File: config.mk
export PLATFORM = sky130hd
export DESIGN_NAME = hcmpTop
export DESIGN_NICKNAME = d
export VERILOG_FILES = /design/src/source/cmpOpPkg.sv /design/src/source/fpFormatPkg.sv /design/src/source/alignIf.sv /design/src/source/hcmpTop.sv /design/src/source/predicateDecide.sv /design/src/source/mantissaSubtract.sv /design/src/source/mantissaAlign.sv /design/src/source/operandPrealign.sv
export VERILOG_INCLUDE_DIRS = /design/src /design/src/include
export SDC_FILE = /design/constraint.sdc
export NUM_CORES = 1
export LEC_CHECK = 0
export ABC_CLOCK_PERIOD_IN_PS = 4110
export BUFFER_PORTS_ARGS = -buffer_cell sky130_fd_sc_hd__buf_2
export CAP_MARGIN = 20
export CELL_PAD_IN_SITES_DETAIL_PLACEMENT = 0
export CELL_PAD_IN_SITES_GLOBAL_PLACEMENT = 1
export CORE_ASPECT_RATIO = 1.4
export CORE_MARGIN = 2
export CORE_UTILIZATION = 46
export CTS_BUF_LIST = sky130_fd_sc_hd__clkbuf_16
export CTS_CLUSTER_SIZE = 14
export DETAILED_ROUTE_END_ITERATION = 7
export PLACE_DENSITY_LB_ADDON = 0.1
export SLEW_MARGIN = 5
export SYNTH_ARGS = -nofsm -noshare
export SYNTH_HDL_FRONTEND = slang
export SYNTH_SLANG_ARGS = --single-unit
File: constraint.sdc
create_clock -name clk -period 4.11 [get_ports clk]
set_clock_uncertainty 0.15 [all_clocks]
set_input_delay 0.411 -clock clk [delete_from_list [all_inputs] [get_ports clk]]
set_output_delay 0.411 -clock clk [all_outputs]
set_load 0.01 [all_outputs]
File: src/include/hcmp_settings.svh
`ifndef HCMP_SETTINGS_SVH
`define HCMP_SETTINGS_SVH

// Half-precision field layout
`define HCMP_EXP_W 5   // Exponent field
`define HCMP_MAN_W 10  // Stored mantissa, hidden bit excluded
`define HCMP_WORD_W 16 // Sign + exponent + mantissa

// Fixed-point difference
// Hidden bit, mantissa, five extension bits and one carry
`define HCMP_SUM_W 17

// Registered stages from input sample to result
`define HCMP_PIPE_DEPTH 4

// Predicate code width
`define HCMP_OP_W 5

`endif
File: src/source/cmpOpPkg.sv
`include "hcmp_settings.svh"

// Compare predicate codes and result
package cmpOpPkg;

	// Codes not listed here are decided as OEQ
	typedef enum logic [`HCMP_OP_W-1:0] {
		OEQ = `HCMP_OP_W'd1, // Ordered equal
		OGT = `HCMP_OP_W'd2, // Ordered greater
		OGE = `HCMP_OP_W'd3, // Ordered greater or equal
		OLT = `HCMP_OP_W'd4, // Ordered less
		OLE = `HCMP_OP_W'd5, // Ordered less or equal
		ONE = `HCMP_OP_W'd6, // Ordered not equal
		UNO = `HCMP_OP_W'd8  // Unordered, either side NaN
	} cmpOp_t;

	// Single predicate bit
	typedef logic cmpResult_t;

endpackage

File: src/source/fpFormatPkg.sv
`include "hcmp_settings.svh"

// Half-precision number and the fields split out of it
package fpFormatPkg;

	// Whole value, sign on the MSB
	typedef logic [`HCMP_WORD_W-1:0] halfWord_t;

	// Biased exponent, all ones means Inf or NaN
	typedef logic [`HCMP_EXP_W-1:0] halfExp_t;

	// Stored fraction without the hidden bit
	typedef logic [`HCMP_MAN_W-1:0] halfMan_t;

	// Smaller mantissa after alignment, hidden bit included
	typedef logic [`HCMP_MAN_W:0] alignedMan_t;

	// Exponent difference, two's complement wraps
	typedef logic [`HCMP_EXP_W-1:0] expDiff_t;

	// Fixed-point sum or difference of the aligned mantissas
	typedef logic [`HCMP_SUM_W-1:0] mantSum_t;

endpackage

File: src/source/alignIf.sv
`timescale 1ns/1ps

// Aligned operands between the align and subtract stages
// Contents are registered, valid every cycle, change only on ce
interface alignIf;
	import fpFormatPkg::*;
	import cmpOpPkg::*;

	logic        signA;     // Sign of A
	logic        signB;     // Sign of B, not yet negated
	logic        maxIsB;    // B has the larger magnitude
	halfMan_t    maxMan;    // Larger mantissa, hidden bit implied
	alignedMan_t minMan;    // Smaller mantissa shifted to the larger exponent
	logic        unordered; // Either operand NaN
	cmpOp_t      op;        // Predicate travelling with the data

	modport producer (
		output signA, signB, maxIsB, maxMan, minMan, unordered, op
	);

	modport consumer (
		input signA, signB, maxIsB, maxMan, minMan, unordered, op
	);

endinterface

File: src/source/hcmpTop.sv
`timescale 1ns/1ps
`include "hcmp_settings.svh"

// Half-precision compare, four ce-qualified stages from input to result
module hcmpTop (
	input  logic                   clk,
	input  logic                   rst,
	input  logic                   ce,
	input  fpFormatPkg::halfWord_t a,
	input  fpFormatPkg::halfWord_t b,
	input  cmpOpPkg::cmpOp_t       opcode,
	output cmpOpPkg::cmpResult_t   result
);
	import fpFormatPkg::*;
	import cmpOpPkg::*;

	logic                    signA;
	logic                    signB;
	logic [`HCMP_WORD_W-2:0] magA;
	logic [`HCMP_WORD_W-2:0] magB;
	expDiff_t                diffAB;
	expDiff_t                diffBA;
	logic                    unordered1; // From the input register
	cmpOp_t                  op1;
	logic                    isZero;
	logic                    isNeg;
	logic                    unordered3; // From the subtract register
	cmpOp_t                  op3;

	alignIf alignBus (); // Stage 2 registers

	operandPrealign prealign (
		.clk(clk), .rst(rst), .ce(ce), .a(a), .b(b), .opcode(opcode),
		.signA(signA), .signB(signB), .magA(magA), .magB(magB),
		.diffAB(diffAB), .diffBA(diffBA), .unordered(unordered1), .op(op1)
	);

	mantissaAlign align (
		.clk(clk), .rst(rst), .ce(ce),
		.signA(signA), .signB(signB), .magA(magA), .magB(magB),
		.diffAB(diffAB), .diffBA(diffBA), .unordered(unordered1), .op(op1),
		.alignOut(alignBus.producer)
	);

	mantissaSubtract subtract (
		.clk(clk), .rst(rst), .ce(ce), .alignIn(alignBus.consumer),
		.isZero(isZero), .isNeg(isNeg), .unordered(unordered3), .op(op3)
	);

	predicateDecide decide (
		.clk(clk), .rst(rst), .ce(ce), .isZero(isZero), .isNeg(isNeg),
		.unordered(unordered3), .op(op3), .result(result)
	);

endmodule

File: src/source/predicateDecide.sv
`timescale 1ns/1ps

// Output stage
// Maps zero, sign and unordered onto the requested predicate
module predicateDecide (
	input  logic                   clk,
	input  logic                   rst,
	input  logic                   ce,
	input  logic                   isZero,
	input  logic                   isNeg,
	input  logic                   unordered,
	input  cmpOpPkg::cmpOp_t       op,
	output cmpOpPkg::cmpResult_t   result
);
	import cmpOpPkg::*;

	logic       isEq;
	logic       isLt;
	logic       isGt;
	cmpResult_t decision;

	assign isEq = isZero;
	assign isLt = isNeg;
	assign isGt = ~isZero & ~isNeg; // Neither equal nor below

	always_comb begin
		if (unordered) begin
			decision = (op == UNO); // NaN fails every ordered test
		end else begin
			case (op)
				OGT: decision = isGt;
				OGE: decision = isGt | isEq;
				OLT: decision = isLt;
				OLE: decision = isLt | isEq;
				ONE: decision = ~isEq;
				UNO: decision = 1'b0;
				default: decision = isEq; // OEQ and unknown codes
			endcase
		end
	end

	// Held while ce is low
	always_ff @(posedge clk) begin
		if (rst)
			result <= 1'b0;
		else if (ce)
			result <= decision;
	end

endmodule

File: src/source/mantissaSubtract.sv
`timescale 1ns/1ps
`include "hcmp_settings.svh"

// Stage 3
// Forms A - B on the aligned mantissas, keeps only zero and sign
module mantissaSubtract (
	input  logic             clk,
	input  logic             rst,
	input  logic             ce,
	alignIf.consumer         alignIn,
	output logic             isZero,
	output logic             isNeg,
	output logic             unordered,
	output cmpOpPkg::cmpOp_t op
);
	import fpFormatPkg::*;

	localparam int EXT_W = `HCMP_SUM_W - `HCMP_MAN_W - 2; // Extension bits below the LSB

	logic     effSub;
	mantSum_t maxExt;
	mantSum_t minExt;
	mantSum_t sum;
	logic     sumZero;
	logic     sumNeg;

	// B is negated, so equal signs mean a real subtract
	assign effSub = ~(alignIn.signA ^ alignIn.signB);

	assign maxExt = {1'b0, 1'b1, alignIn.maxMan, {EXT_W{1'b0}}}; // Carry, hidden bit, fraction
	assign minExt = {1'b0, alignIn.minMan, {EXT_W{1'b0}}};
	assign sum    = effSub ? maxExt - minExt : maxExt + minExt;

	// Zero only for equal magnitudes, a shifted minimum never reaches the hidden bit
	assign sumZero = ~|sum;
	// Sign of A - B follows the larger operand
	assign sumNeg  = ~sumZero & (alignIn.maxIsB ? ~alignIn.signB : alignIn.signA);

	always_ff @(posedge clk) begin
		if (rst) begin
			isZero    <= 1'b0;
			isNeg     <= 1'b0;
			unordered <= 1'b0;
			op        <= cmpOpPkg::cmpOp_t'(0);
		end else if (ce) begin
			isZero    <= sumZero;
			isNeg     <= sumNeg;
			unordered <= alignIn.unordered;
			op        <= alignIn.op;
		end
	end

endmodule

File: src/source/mantissaAlign.sv
`timescale 1ns/1ps
`include "hcmp_settings.svh"

// Stage 2
// Picks the larger operand and right-shifts the smaller mantissa onto its exponent
module mantissaAlign (
	input  logic                    clk,
	input  logic                    rst,
	input  logic                    ce,
	input  logic                    signA,
	input  logic                    signB,
	input  logic [`HCMP_WORD_W-2:0] magA,
	input  logic [`HCMP_WORD_W-2:0] magB,
	input  fpFormatPkg::expDiff_t   diffAB,
	input  fpFormatPkg::expDiff_t   diffBA,
	input  logic                    unordered,
	input  cmpOpPkg::cmpOp_t        op,
	alignIf.producer                alignOut
);
	import fpFormatPkg::*;
	import cmpOpPkg::*;

	logic        maxIsB;
	expDiff_t    shift;
	halfMan_t    maxMan;
	alignedMan_t minFull;   // Smaller mantissa with hidden bit
	alignedMan_t minCoarse; // After 0/4/8/12 step
	alignedMan_t minFine;   // After 0..3 step

	// Exponent sits above the fraction, so a plain compare orders magnitudes
	assign maxIsB = magA < magB;
	assign shift  = maxIsB ? diffBA : diffAB; // Never negative for the larger one
	assign maxMan = maxIsB ? magB[`HCMP_MAN_W-1:0] : magA[`HCMP_MAN_W-1:0];
	assign minFull = {1'b1, maxIsB ? magA[`HCMP_MAN_W-1:0] : magB[`HCMP_MAN_W-1:0]};

	// Coarse level
	always_comb begin
		if (shift[`HCMP_EXP_W-1]) begin
			minCoarse = '0; // 16 or more shifts everything out
		end else begin
			case (shift[3:2])
				2'd0: minCoarse = minFull;
				2'd1: minCoarse = minFull >> 4;
				2'd2: minCoarse = minFull >> 8;
				default: minCoarse = minFull >> 12; // Wider than the mantissa
			endcase
		end
	end

	// Fine level
	always_comb begin
		case (shift[1:0])
			2'd0: minFine = minCoarse;
			2'd1: minFine = minCoarse >> 1;
			2'd2: minFine = minCoarse >> 2;
			default: minFine = minCoarse >> 3;
		endcase
	end

	always_ff @(posedge clk) begin
		if (rst) begin
			alignOut.signA     <= 1'b0;
			alignOut.signB     <= 1'b0;
			alignOut.maxIsB    <= 1'b0;
			alignOut.maxMan    <= '0;
			alignOut.minMan    <= '0;
			alignOut.unordered <= 1'b0;
			alignOut.op        <= cmpOp_t'(0);
		end else if (ce) begin
			alignOut.signA     <= signA;
			alignOut.signB     <= signB;
			alignOut.maxIsB    <= maxIsB;
			alignOut.maxMan    <= maxMan;
			alignOut.minMan    <= minFine;
			alignOut.unordered <= unordered;
			alignOut.op        <= op;
		end
	end

endmodule

File: src/source/operandPrealign.sv
`timescale 1ns/1ps
`include "hcmp_settings.svh"

// Stage 1
// Input register, NaN detect and both exponent differences
module operandPrealign (
	input  logic                  clk,
	input  logic                  rst,
	input  logic                  ce,
	input  fpFormatPkg::halfWord_t a,
	input  fpFormatPkg::halfWord_t b,
	input  cmpOpPkg::cmpOp_t      opcode,
	output logic                  signA,
	output logic                  signB,
	output logic [`HCMP_WORD_W-2:0] magA,
	output logic [`HCMP_WORD_W-2:0] magB,
	output fpFormatPkg::expDiff_t diffAB,
	output fpFormatPkg::expDiff_t diffBA,
	output logic                  unordered,
	output cmpOpPkg::cmpOp_t      op
);
	import fpFormatPkg::*;
	import cmpOpPkg::*;

	halfWord_t aReg;
	halfWord_t bReg;
	cmpOp_t    opReg;
	halfExp_t  expA;
	halfExp_t  expB;
	logic      nanA;
	logic      nanB;

	always_ff @(posedge clk) begin
		if (rst) begin
			aReg  <= '0;
			bReg  <= '0;
			opReg <= cmpOp_t'(0);
		end else if (ce) begin // Sample only on enabled edges
			aReg  <= a;
			bReg  <= b;
			opReg <= opcode;
		end
	end

	assign expA = aReg[`HCMP_WORD_W-2:`HCMP_MAN_W];
	assign expB = bReg[`HCMP_WORD_W-2:`HCMP_MAN_W];

	// All-ones exponent with a nonzero fraction
	assign nanA = (&expA) & (|aReg[`HCMP_MAN_W-1:0]);
	assign nanB = (&expB) & (|bReg[`HCMP_MAN_W-1:0]);

	// Add the inverted operand plus one, wraps when negative
	assign diffAB = expDiff_t'(expA + ~expB + 1'b1); // ExpA - ExpB
	assign diffBA = expDiff_t'(expB + ~expA + 1'b1); // ExpB - ExpA

	assign signA     = aReg[`HCMP_WORD_W-1];
	assign signB     = bReg[`HCMP_WORD_W-1];
	assign magA      = aReg[`HCMP_WORD_W-2:0]; // Exponent and fraction
	assign magB      = bReg[`HCMP_WORD_W-2:0];
	assign unordered = nanA | nanB;
	assign op        = opReg;

endmodule

==> results of run 1 <==
==> layout by cell type (no fill, tap or decap), types with 9 or more instances in the layout <==
master and count:
nor2_1 91, buf_4 10, nor3_1 12, mux2i_1 62
xor2_1 11, inv_1 31, o21ai_0 11, dfxtp_1 76
ha_1 30, nand2_1 47, a21o_1 11, a311oi_1 14
clkbuf_16 9, buf_2 39, a21oi_1 36
==> state kept, by name, indices dropped and copies added (netlist names) <==
signal                    flops
decide.result                 1
prealign.op                   5
subtract.isNeg                1
align.alignOut.op             5
subtract.isZero               1
align.alignOut.unordered      1
align.alignOut.signA          1
subtract.unordered            1
align.alignOut.maxMan        10
align.alignOut.maxIsB         1
align.alignOut.minMan        11
subtract.op                   5
prealign.aReg                16
prealign.bReg                16
align.alignOut.signB          1
==> metrics by stage <==
step	worst slack [ns]	utilization	hold WS, ns	std cells	total power (W)
2_1_floorplan	0.9312	-	0.3101	580	0.001435
3_3_place_gp	0.5598	0.4979	0.3198	736	0.001594
3_5_place_dp	0.4807	0.4979	0.3265	736	0.001600
4_1_cts	0.4576	0.5260	0.1530	751	0.002387
5_1_grt	0.09312	0.5260	0.1670	751	0.002519
6_report	0.5025	0.5260	0.1564	751	0.002367
==> layer usage <==
| layer | track usage | routed length (um) | vias to the layer above |
|---|---|---|---|
| met5 | 0 | 0 | - |
| met4 | 0.08111 | 352 | 0 |
| met3 | 0.03735 | 454 | 26 |
| met2 | 0.4021 | 6287 | 94 |
| met1 | 0.2820 | 5512 | 1933 |
| li1 | - | - | 2128 |
==> power breakdown <==
part	switching, W	internal [W]	total [W]
Combinational	0.000447	0.000307	0.000755
Sequential	0.0000515	0.000781	0.000833
Clock	0.000313	0.000467	0.000780
Total	0.000812	0.00156	0.00237
==> worst max-delay path, cell delays in order (launching register included) <==
cell,delay [ns]
dfxtp_1,0.37
xor2_1,0.65
mux2_2,0.44
fa_1,0.45
xor2_1,0.18
nor4_1,0.18
o21ai_0,0.12
nor2_1,0.10
o21ai_0,0.07
a2111oi_0,0.41
and3_1,0.24
o21ai_0,0.11
==> final timing paths <==
check	from	cells after the start	to	slack, ns
setup / recovery	align.alignOut.signB$_SDFFE_PP0P_	11	subtract.isNeg$_SDFFE_PP0P_	0.50
setup reg to reg	align.alignOut.signB$_SDFFE_PP0P_	11	subtract.isNeg$_SDFFE_PP0P_	0.50
hold reg to reg	decide.result$_SDFFE_PP0P_	2	decide.result$_SDFFE_PP0P_	0.33
hold / removal	a[3]	3	prealign.aReg[3]$_SDFFE_PP0P_	0.16
==> layout make-up <==
| class | count | area, um2 |
|---|---|---|
| Clock buffer | 9 | 225.2 |
| Clock inverter | 6 | 65.06 |
| Fill cell | 1037 | 4906 |
| Inverter | 31 | 116.4 |
| Multi-Input combinational cell | 442 | 3073 |
| Sequential cell | 76 | 1521 |
| Tap cell | 138 | 172.7 |
| Timing Repair Buffer | 49 | 270.3 |
==> kinds of logic (layout without fill, tap and decap cells) <==
group | count (synthesis) | after routing | synth area share
XOR/XNOR | 19 | 19 | 0.03581
AND/OR/NAND/NOR | 199 | 199 | 0.1860
buffers and inverters | 62 | 95 | 0.05410
adder cells (fa/ha/maj) | 33 | 33 | 0.08965
flip-flops | 76 | 76 | 0.3132
AO/OA/AOI/OAI | 126 | 126 | 0.1834
multiplexers | 65 | 65 | 0.1378
==> impl_metrics.py, run 1 <==
metrics = {
    "clock_network": {
        "holdBufCountCts": 0,
        "htree_num_levels": 3,
        "cts_resized": 0,
        "cts_num_sinks": 76,
        "cts_made_buffers": 9,
        "clk_latency_ns": 0.34,
        "cts_buffer_depth": 2,
        "cts_tree": "yes",
        "cts_root_buf": "clkbuf_16",
        "post_cts_buffers": 0,
        "clk_pin_slew_ns": 0.06,
    },
    "timing": {
        "period_share": 0.8777,
        "grt_setup_unrepaired": "false",
        "setup_viol": 0,
        "fmax_mhz": 277.2,
        "hold_viol": 0,
        "period_needed_ns": 3.608,
        "setup_tns_ns": 0,
        "slew_viol_final": 0,
        "worst_pin_slew_ns": 1.064,
        "slew-limit-headroom": 0.2904,
    },
    "outcome": {
        "status": "finished clean",
    },
    "grt": {
        "antenna_found_initial": 0,
        "grt_max_degree": 58,
        "track_usage": 0.2288,
        "grt_pass1_wl_um": 20870,
        "grt_pass1_vias": 4143,
        "grt.overflow.total": 0,
    },
    "drt": {
        "vias": 4181,
        "routedWlPerCell_um": 16.79,
        "drc": 0,
        "viasPerCell": 5.567,
        "ant_nets": 0,
        "totalWireLength_um": 12610,
        "drt_iter0_drc": 236,
        "firstDrtPassIters": 5,
    },
    "worst_setup_path": {
        "cp_data_arrival_time_ns": 3.67,
        "required_ns": 4.17,
        "crit_type": "flop to flop",
        "path_max_fanout": 11,
        "cp-end-kind": "flop",
        "worst_setup_path_start_kind": "flop",
    },
    "placed_design": {
        "portBuffers": 40,
        "placed_cell_area_mm2": 0.005154,
        "hpwl_um": 9569,
        "gp_congestion": 0.8906,
    },
    "pwr": {
        "peakVddDrop_mv": 0.3258,
        "p_per_area_mw_per_mm2": 434.9,
        "power_leakage_nw": 2.391,
    },
    "floorplan": {
        "dieArea_mm2": 0.01141,
        "rows": 44,
        "io_pins": 41,
        "initial_core_util": 0.4693,
        "core_mm2": 0.01035,
        "die_x_um": 90.85,
        "fp.dieH_um": 125.6,
    },
    "logic_synthesis": {
        "synth.distinct_cells": 60,
        "async_flop_share": 0,
        "synth_seq_cells": 76,
        "synthCells": 580,
        "avgSynthCellArea_um2": 8.374,
        "synthTopCellsByArea": "dfxtp_1 (31%), mux2i_1 (13%), ha_1 (7.7%), nor2_1 (7.0%), a21oi_1 (3.7%)",
        "synth_edf_count": 0,
        "netlist.top_cell.by_area": "dfxtp_1",
        "ys_seq_area_frac": 0.3132,
        "yosysWarnings": 0,
        "synth.net_count": 653,
        "synth_most_common_cell": "nor2_1",
        "synthTopCellsByCount": "nor2_1 (91), dfxtp_1 (76), mux2i_1 (62)",
        "synth_area_mm2": 0.004857,
        "yosysTopAreaCellShare": 0.3132,
        "ys.flop_type": "dfxtp_1",
    },
    "finish": {
        "drive_gt1_frac": 0.1223,
        "antenna_cells": 0,
        "fin_area_mm2": 0.005444,
        "area_delta_synth_final_pct": 12.08,
        "nets": 682,
    },
    "min_path": {
        "min_path_type": "input pin to flop",
    },
    "job": {
        "drv_cap": 0,
    },
}
No activity file was read; power rests on OpenSTA's default activity.
==> run 2: changes to the inputs <==
Settings changed: ABC_AREA set to 1, CELL_PAD_IN_SITES_DETAIL_PLACEMENT 0 to 1, CELL_PAD_IN_SITES_GLOBAL_PLACEMENT 1 to 2, CORE_UTILIZATION 46 to 34.
==> run 2 against run 1 <==
Compared with the run above:
- register-to-register slack improved by 0.50 ns
- clock power increased by 2%
- combinational power up 32%
- total power increased by 11%
- synthesized cell count increased by 24%
- worst hold slack worse by 0.014 ns
- final area up 2.7%
- sequential cell count is the same
- non-clock buffer count fell by 2
- critical path depth is 5 higher
- critical path type unchanged
- largest power group is now combinational logic
- highest routed layer unchanged
==> impl_metrics.py, run 2 <==
metrics = {
    "grt": {
        "grt_max_degree": 42,
        "grt_pass1_vias": 5017,
        "grt_pass1_wl_um": 24700,
        "antenna_found_initial": 0,
        "track_usage": 0.1975,
        "grt.overflow.total": 0,
    },
    "worst_setup_path": {
        "worst_setup_path_start_kind": "flop",
        "cp_data_arrival_time_ns": 3.15,
        "required_ns": 4.16,
        "crit_type": "flop to flop",
        "cp-end-kind": "flop",
        "path_max_fanout": 25,
    },
    "logic_synthesis": {
        "synthTopCellsByCount": "nand2_1 (136), inv_1 (82), a21oi_1 (78)",
        "synth_most_common_cell": "nand2_1",
        "async_flop_share": 0,
        "synth_seq_cells": 76,
        "synth_edf_count": 0,
        "synth.distinct_cells": 39,
        "synth.net_count": 795,
        "ys.flop_type": "dfxtp_1",
        "netlist.top_cell.by_area": "dfxtp_1",
        "ys_seq_area_frac": 0.3051,
        "synth_area_mm2": 0.004986,
        "synthCells": 722,
        "yosysTopAreaCellShare": 0.3051,
        "yosysWarnings": 0,
        "synthTopCellsByArea": "dfxtp_1 (31%), nand2_1 (10%), a21oi_1 (7.8%), ha_1 (7.5%), nand3_1 (6.2%)",
        "avgSynthCellArea_um2": 6.906,
    },
    "floorplan": {
        "io_pins": 41,
        "rows": 52,
        "die_x_um": 106.3,
        "core_mm2": 0.01438,
        "dieArea_mm2": 0.01566,
        "fp.dieH_um": 147.3,
        "initial_core_util": 0.3468,
    },
    "finish": {
        "final_cell_mix": "nand2_1 (136), inv_1 (81), a21oi_1 (78)",
        "area_delta_synth_final_pct": 12.15,
        "antenna_cells": 0,
        "fill_cells": 1858,
        "drive_gt1_frac": 0.1250,
        "nets": 820,
        "layout_commonest_cell": "nand2_1",
        "reg_top3": "prealign.aReg x16, prealign.bReg x16, align.alignOut.minMan x11",
    },
    "outcome": {
        "status": "finished clean",
    },
    "drt": {
        "firstDrtPassIters": 4,
        "drc": 0,
        "totalWireLength_um": 14780,
        "drt_iter0_drc": 157,
        "viasPerCell": 5.067,
        "ant_nets": 0,
        "routedWlPerCell_um": 15.71,
        "vias": 4768,
    },
    "clock_network": {
        "cts_root_buf": "clkbuf_16",
        "cts_tree": "yes",
        "clk_pin_slew_ns": 0.06,
        "post_cts_buffers": 0,
        "htree_num_levels": 3,
        "cts_num_sinks": 76,
        "cts_buffer_depth": 2,
        "cts_resized": 0,
        "cts_made_buffers": 9,
        "holdBufCountCts": 0,
        "clk_latency_ns": 0.34,
    },
    "placed_design": {
        "hpwl_um": 11670,
        "portBuffers": 40,
        "gp_congestion": 0.8579,
    },
    "pwr": {
        "combPwrFrac": 0.378,
        "pwr-share-clk": 0.301,
        "p_per_area_mw_per_mm2": 472.0,
        "swShare": 0.3904,
        "p_int_w": 0.001609,
        "power_leakage_nw": 2.591,
        "sequentialPowerShare": 0.321,
        "peakVddDrop_mv": 0.1717,
        "total_power_w": 0.002639,
        "switching_power_w": 0.001030,
    },
    "timing": {
        "worst_pin_slew_ns": 0.9460,
        "slew-limit-headroom": 0.3686,
        "period_share": 0.7554,
        "setup_tns_ns": 0,
        "slew_viol_final": 0,
        "grt_setup_unrepaired": "false",
        "hold_viol": 0,
        "fmax_mhz": 322.1,
        "setup_viol": 0,
        "period_needed_ns": 3.105,
    },
    "min_path": {
        "min_path_type": "input pin to flop",
    },
    "job": {
        "drv_cap": 0,
    },
}
[run 2: cell count changes after synthesis, moves of 32 or more]
cell / previous run / this run
nand3_1: 3 / 62
nor2_1: 91 / 59
a21oi_1: 36 / 78
mux2i_1: 62 / 0
o21ai_0: 11 / 62
inv_1: 31 / 82
nand2_1: 47 / 136
[run 2: power groups by stage]
stage / Clock (W) / Combinational, W / Sequential, W
global route: 0.000860 / 0.00114 / 0.000856
CTS: 0.000823 / 0.00101 / 0.000849
floorplan: 0 / 0.000811 / 0.000843
global placement: 0 / 0.000987 / 0.000864
detailed placement: 0 / 0.00100 / 0.000865
finish: 0.000794 / 0.000997 / 0.000848
[run 2: metal layers]
metal  vias to the layer above  wire length (um)  GRT usage  share of wire
met2                        59              7777     0.3683           0.53
met4                         0               380    0.06842          0.026
met5                         -                 0          0              0
met1                      2255              6339     0.2291           0.43
met3                        22               286    0.02396          0.019
li1                       2432                 -          -              -
[run 2: cells by family after synthesis]
kind of cell	after synthesis	synth area share
xor+xnor	23	0.04040
flops	76	0.3051
simple gates	301	0.2795
buf+inv	119	0.1014
fa+ha+maj	33	0.08733
compound gates	170	0.1862
[run 2: worst max-delay path: stages (launching register included)]
cell	delay, ns
dfxtp_1	0.35
inv_1	0.08
ha_1	0.38
nand2_1	0.10
inv_1	0.06
nand2_1	0.07
nand2_1	0.09
a21oi_4	0.41
nand2_8	0.20
o21ai_2	0.31
inv_2	0.21
nand2_1	0.14
nor2_1	0.05
nand2_1	0.06
nand2_1	0.07
o21ai_1	0.13
a21oi_1	0.07
[run 2: through the flow]
step / instances / setup slack [ns] / util / hold WS (ns) / cell area, um2
after global placement: 925 / 1.114 / 0.3682 / 0.3101 / 5294
final: 941 / 1.005 / 0.3889 / 0.1426 / 5592
after detailed placement: 925 / 1.031 / 0.3682 / 0.3075 / 5294
after floorplan: 722 / 1.632 / - / 0.2930 / 4986
after global routing: 941 / 0.7296 / 0.3889 / 0.1401 / 5592
after CTS: 941 / 1.018 / 0.3889 / 0.1356 / 5592
[run 2: final cells by class]
type | instances | area [um2] | share of cell area
inverter | 86 | 324.1 | 0.05795
timing repair buffer | 47 | 252.7 | 0.04520
multi-input combinational | 527 | 2959 | 0.5292
clock inverter | 7 | 72.57 | 0.01298
sequential | 76 | 1521 | 0.2721
tap | 189 | 236.5 | 0.04229
clock buffer | 9 | 225.2 | 0.04028
[run 2: path summary, 6_finish.rpt]
| path | startpoint | to | slack (ns) | cells past startpoint |
|---|---|---|---|---|
| max reg2reg | prealign.bReg[10]$_SDFFE_PP0P_ | align.alignOut.minMan[0]$_SDFFE_PP0P_ | 1.01 | 16 |
| min | opcode[1] | prealign.op[1]$_SDFFE_PP0P_ | 0.14 | 3 |
| min reg2reg | decide.result$_SDFFE_PP0P_ | decide.result$_SDFFE_PP0P_ | 0.31 | 2 |
| max | prealign.bReg[10]$_SDFFE_PP0P_ | align.alignOut.minMan[0]$_SDFFE_PP0P_ | 1.01 | 16 |
==> run 3: changes to the inputs <==
Settings changed: ABC_CLOCK_PERIOD_IN_PS 4110 to 3000.
Clock period 4.11 ns to 3 ns, I/O delays scaled along.
==> run 3 against run 2 <==
Compared with the run above:
- count of clock-buffer cells in the layout unchanged
- critical path depth is 1 lower
- core utilization is 2.2 points higher
- fmax is 9.9% higher
- largest cell class unchanged
- total power increased by 47%
- register-to-register slack got worse by 0.83 ns
- final area up 5.8%
- global-route usage rose by 0.63 points
==> impl_metrics.py, run 3 (synthesis gave the netlist of run 2 again) <==
metrics = {
    "outcome": {
        "status": "finished clean",
    },
    "timing": {
        "hold-worst-slack_ns": 0.03612,
        "setup_viol": 0,
        "period_needed_ns": 2.824,
        "worst_pin_slew_ns": 0.6408,
        "slew_viol_final": 0,
        "period_share": 0.9413,
        "hold_viol": 0,
        "slew-limit-headroom": 0.5723,
        "fmax_mhz": 354.1,
    },
    "min_path": {
        "min_path_type": "input pin to flop",
    },
    "pwr": {
        "power_leakage_nw": 2.728,
        "p_per_area_mw_per_mm2": 656.9,
        "total_power_w": 0.003885,
        "peakVddDrop_mv": 0.2867,
    },
    "clock_network": {
        "cts_buffer_depth": 2,
        "cts_num_sinks": 76,
        "cts_tree": "yes",
        "clk_pin_slew_ns": 0.06,
        "htree_num_levels": 3,
        "cts_root_buf": "clkbuf_16",
        "clk_latency_ns": 0.34,
        "cts_made_buffers": 9,
    },
    "worst_setup_path": {
        "cp_data_arrival_time_ns": 2.89,
        "worst_setup_path_start_kind": "flop",
        "crit_type": "flop to flop",
        "path_max_fanout": 4,
        "cp-end-kind": "flop",
        "required_ns": 3.07,
    },
    "drt": {
        "firstDrtPassIters": 4,
        "viasPerCell": 5.055,
        "routedWlPerCell_um": 16.24,
        "ant_nets": 0,
        "vias": 4868,
        "totalWireLength_um": 15640,
        "drt_iter0_drc": 182,
        "drc": 0,
    },
    "floorplan": {
        "dieArea_mm2": 0.01566,
        "io_pins": 41,
        "initial_core_util": 0.3468,
        "die_x_um": 106.3,
        "rows": 52,
        "core_mm2": 0.01438,
        "fp.dieH_um": 147.3,
    },
    "grt": {
        "grt.overflow.total": 0,
        "grt.met1_usage": 0.2276,
        "top_usage_layer": "met2",
        "grt.met3_usage": 0.02751,
        "grt_max_degree": 113,
        "grtUsageMet2": 0.3721,
        "grt_pass1_wl_um": 25180,
        "track_usage": 0.2038,
        "grt_pass1_vias": 5050,
        "antenna_found_initial": 0,
    },
    "finish": {
        "antenna_cells": 0,
        "final_cell_mix": "nand2_1 (131), inv_1 (79), a21oi_1 (74)",
        "fin_area_mm2": 0.005913,
        "reg_top3": "prealign.aReg x16, prealign.bReg x16, align.alignOut.minMan x11",
        "fill_cells": 1832,
        "layout_commonest_cell": "nand2_1",
        "fin_cells": 963,
        "drive_gt1_frac": 0.1873,
        "area_delta_synth_final_pct": 18.59,
        "nets": 843,
    },
    "placed_design": {
        "gp_congestion": 0.9230,
        "portBuffers": 40,
        "hpwl_um": 12160,
        "placed_cell_area_mm2": 0.005404,
        "post-place-cells": 938,
    },
    "job": {
        "drv_cap": 0,
    },
}
==> run 3: cell types whose count changed in the layout (fill, tap and decap cells not counted), sizes merged <==
cell,previous run,this run
buf,47,69
bufinv,1,2
clkinvlp,1,0
inv,86,85
nand2,156,157
==> run 3: per-layer routing <==
metal,vias up,routed length [um]
li1,2477,-
met1,2277,6387
met2,75,8233
met3,39,352
met4,0,663
met5,-,0
==> run 3: timing repair <==
| item | 4_1_cts | 5_1_grt |
|---|---|---|
| cloned | 0 | 1 |
| pin swaps | 0 | 13 |
| gates resized for setup | 1 | 34 |
| setup buffers | 1 | 8 |
| setup endpoints to repair | 2 | 10 |
| hold buffers | 0 | 0 |
==> run 3: cell type report <==
cell class	count	area, um2	share of cell area
multi-input combinational	528	3082	0.5212
tap	189	236.5	0.03999
timing repair buffer	69	430.4	0.07279
sequential	76	1525	0.2579
clock inverter	6	87.58	0.01481
inverter	86	326.6	0.05523
clock buffer	9	225.2	0.03809
==> run 3: worst max-delay path: stages (launching register included) <==
cell and delay [ns]:
dfxtp_2 0.36, inv_1 0.07, ha_1 0.21, nor2_1 0.12, xor2_1 0.16, inv_1 0.07
ha_1 0.33, a21o_1 0.21, a21oi_2 0.15, o31ai_2 0.09, xor2_1 0.19, nand2_1 0.09
nor3_1 0.16, nand4_1 0.17, nand2_1 0.11, a21oi_1 0.06
==> run 3: power breakdown <==
| part | switching (W) | leakage (nW) | internal [W] | total [W] |
|---|---|---|---|---|
| Combinational | 0.000996 | 1.94 | 0.000572 | 0.00157 |
| Clock | 0.000439 | 0.156 | 0.000725 | 0.00116 |
| Sequential | 0.0000586 | 0.629 | 0.00109 | 0.00115 |
| Total | 0.00149 | 2.73 | 0.00239 | 0.00388 |
==> run 3: path summary, 6_finish.rpt <==
check                                              from  depth (start not counted)  slack (ns)                               endpoint
setup / recovery  align.alignOut.minMan[0]$_SDFFE_PP0P_                         15        0.18            subtract.isNeg$_SDFFE_PP0P_
hold / removal                                opcode[4]                          3        0.04            prealign.op[4]$_SDFFE_PP0P_
setup reg to reg  align.alignOut.minMan[0]$_SDFFE_PP0P_                         15        0.18            subtract.isNeg$_SDFFE_PP0P_
hold reg to reg   align.alignOut.minMan[6]$_SDFFE_PP0P_                          2        0.32  align.alignOut.minMan[6]$_SDFFE_PP0P_
==> run 3: stage by stage <==
step	utilization	TNS, ns	setup WS [ns]
6_report	0.4112	0	0.1761
5_1_grt	0.4112	-0.01165	-0.01165
2_1_floorplan	-	0	0.5217
3_3_place_gp	0.3758	-0.007434	-0.007434
3_5_place_dp	0.3758	-0.1602	-0.1070
4_1_cts	0.3981	0	0.009788
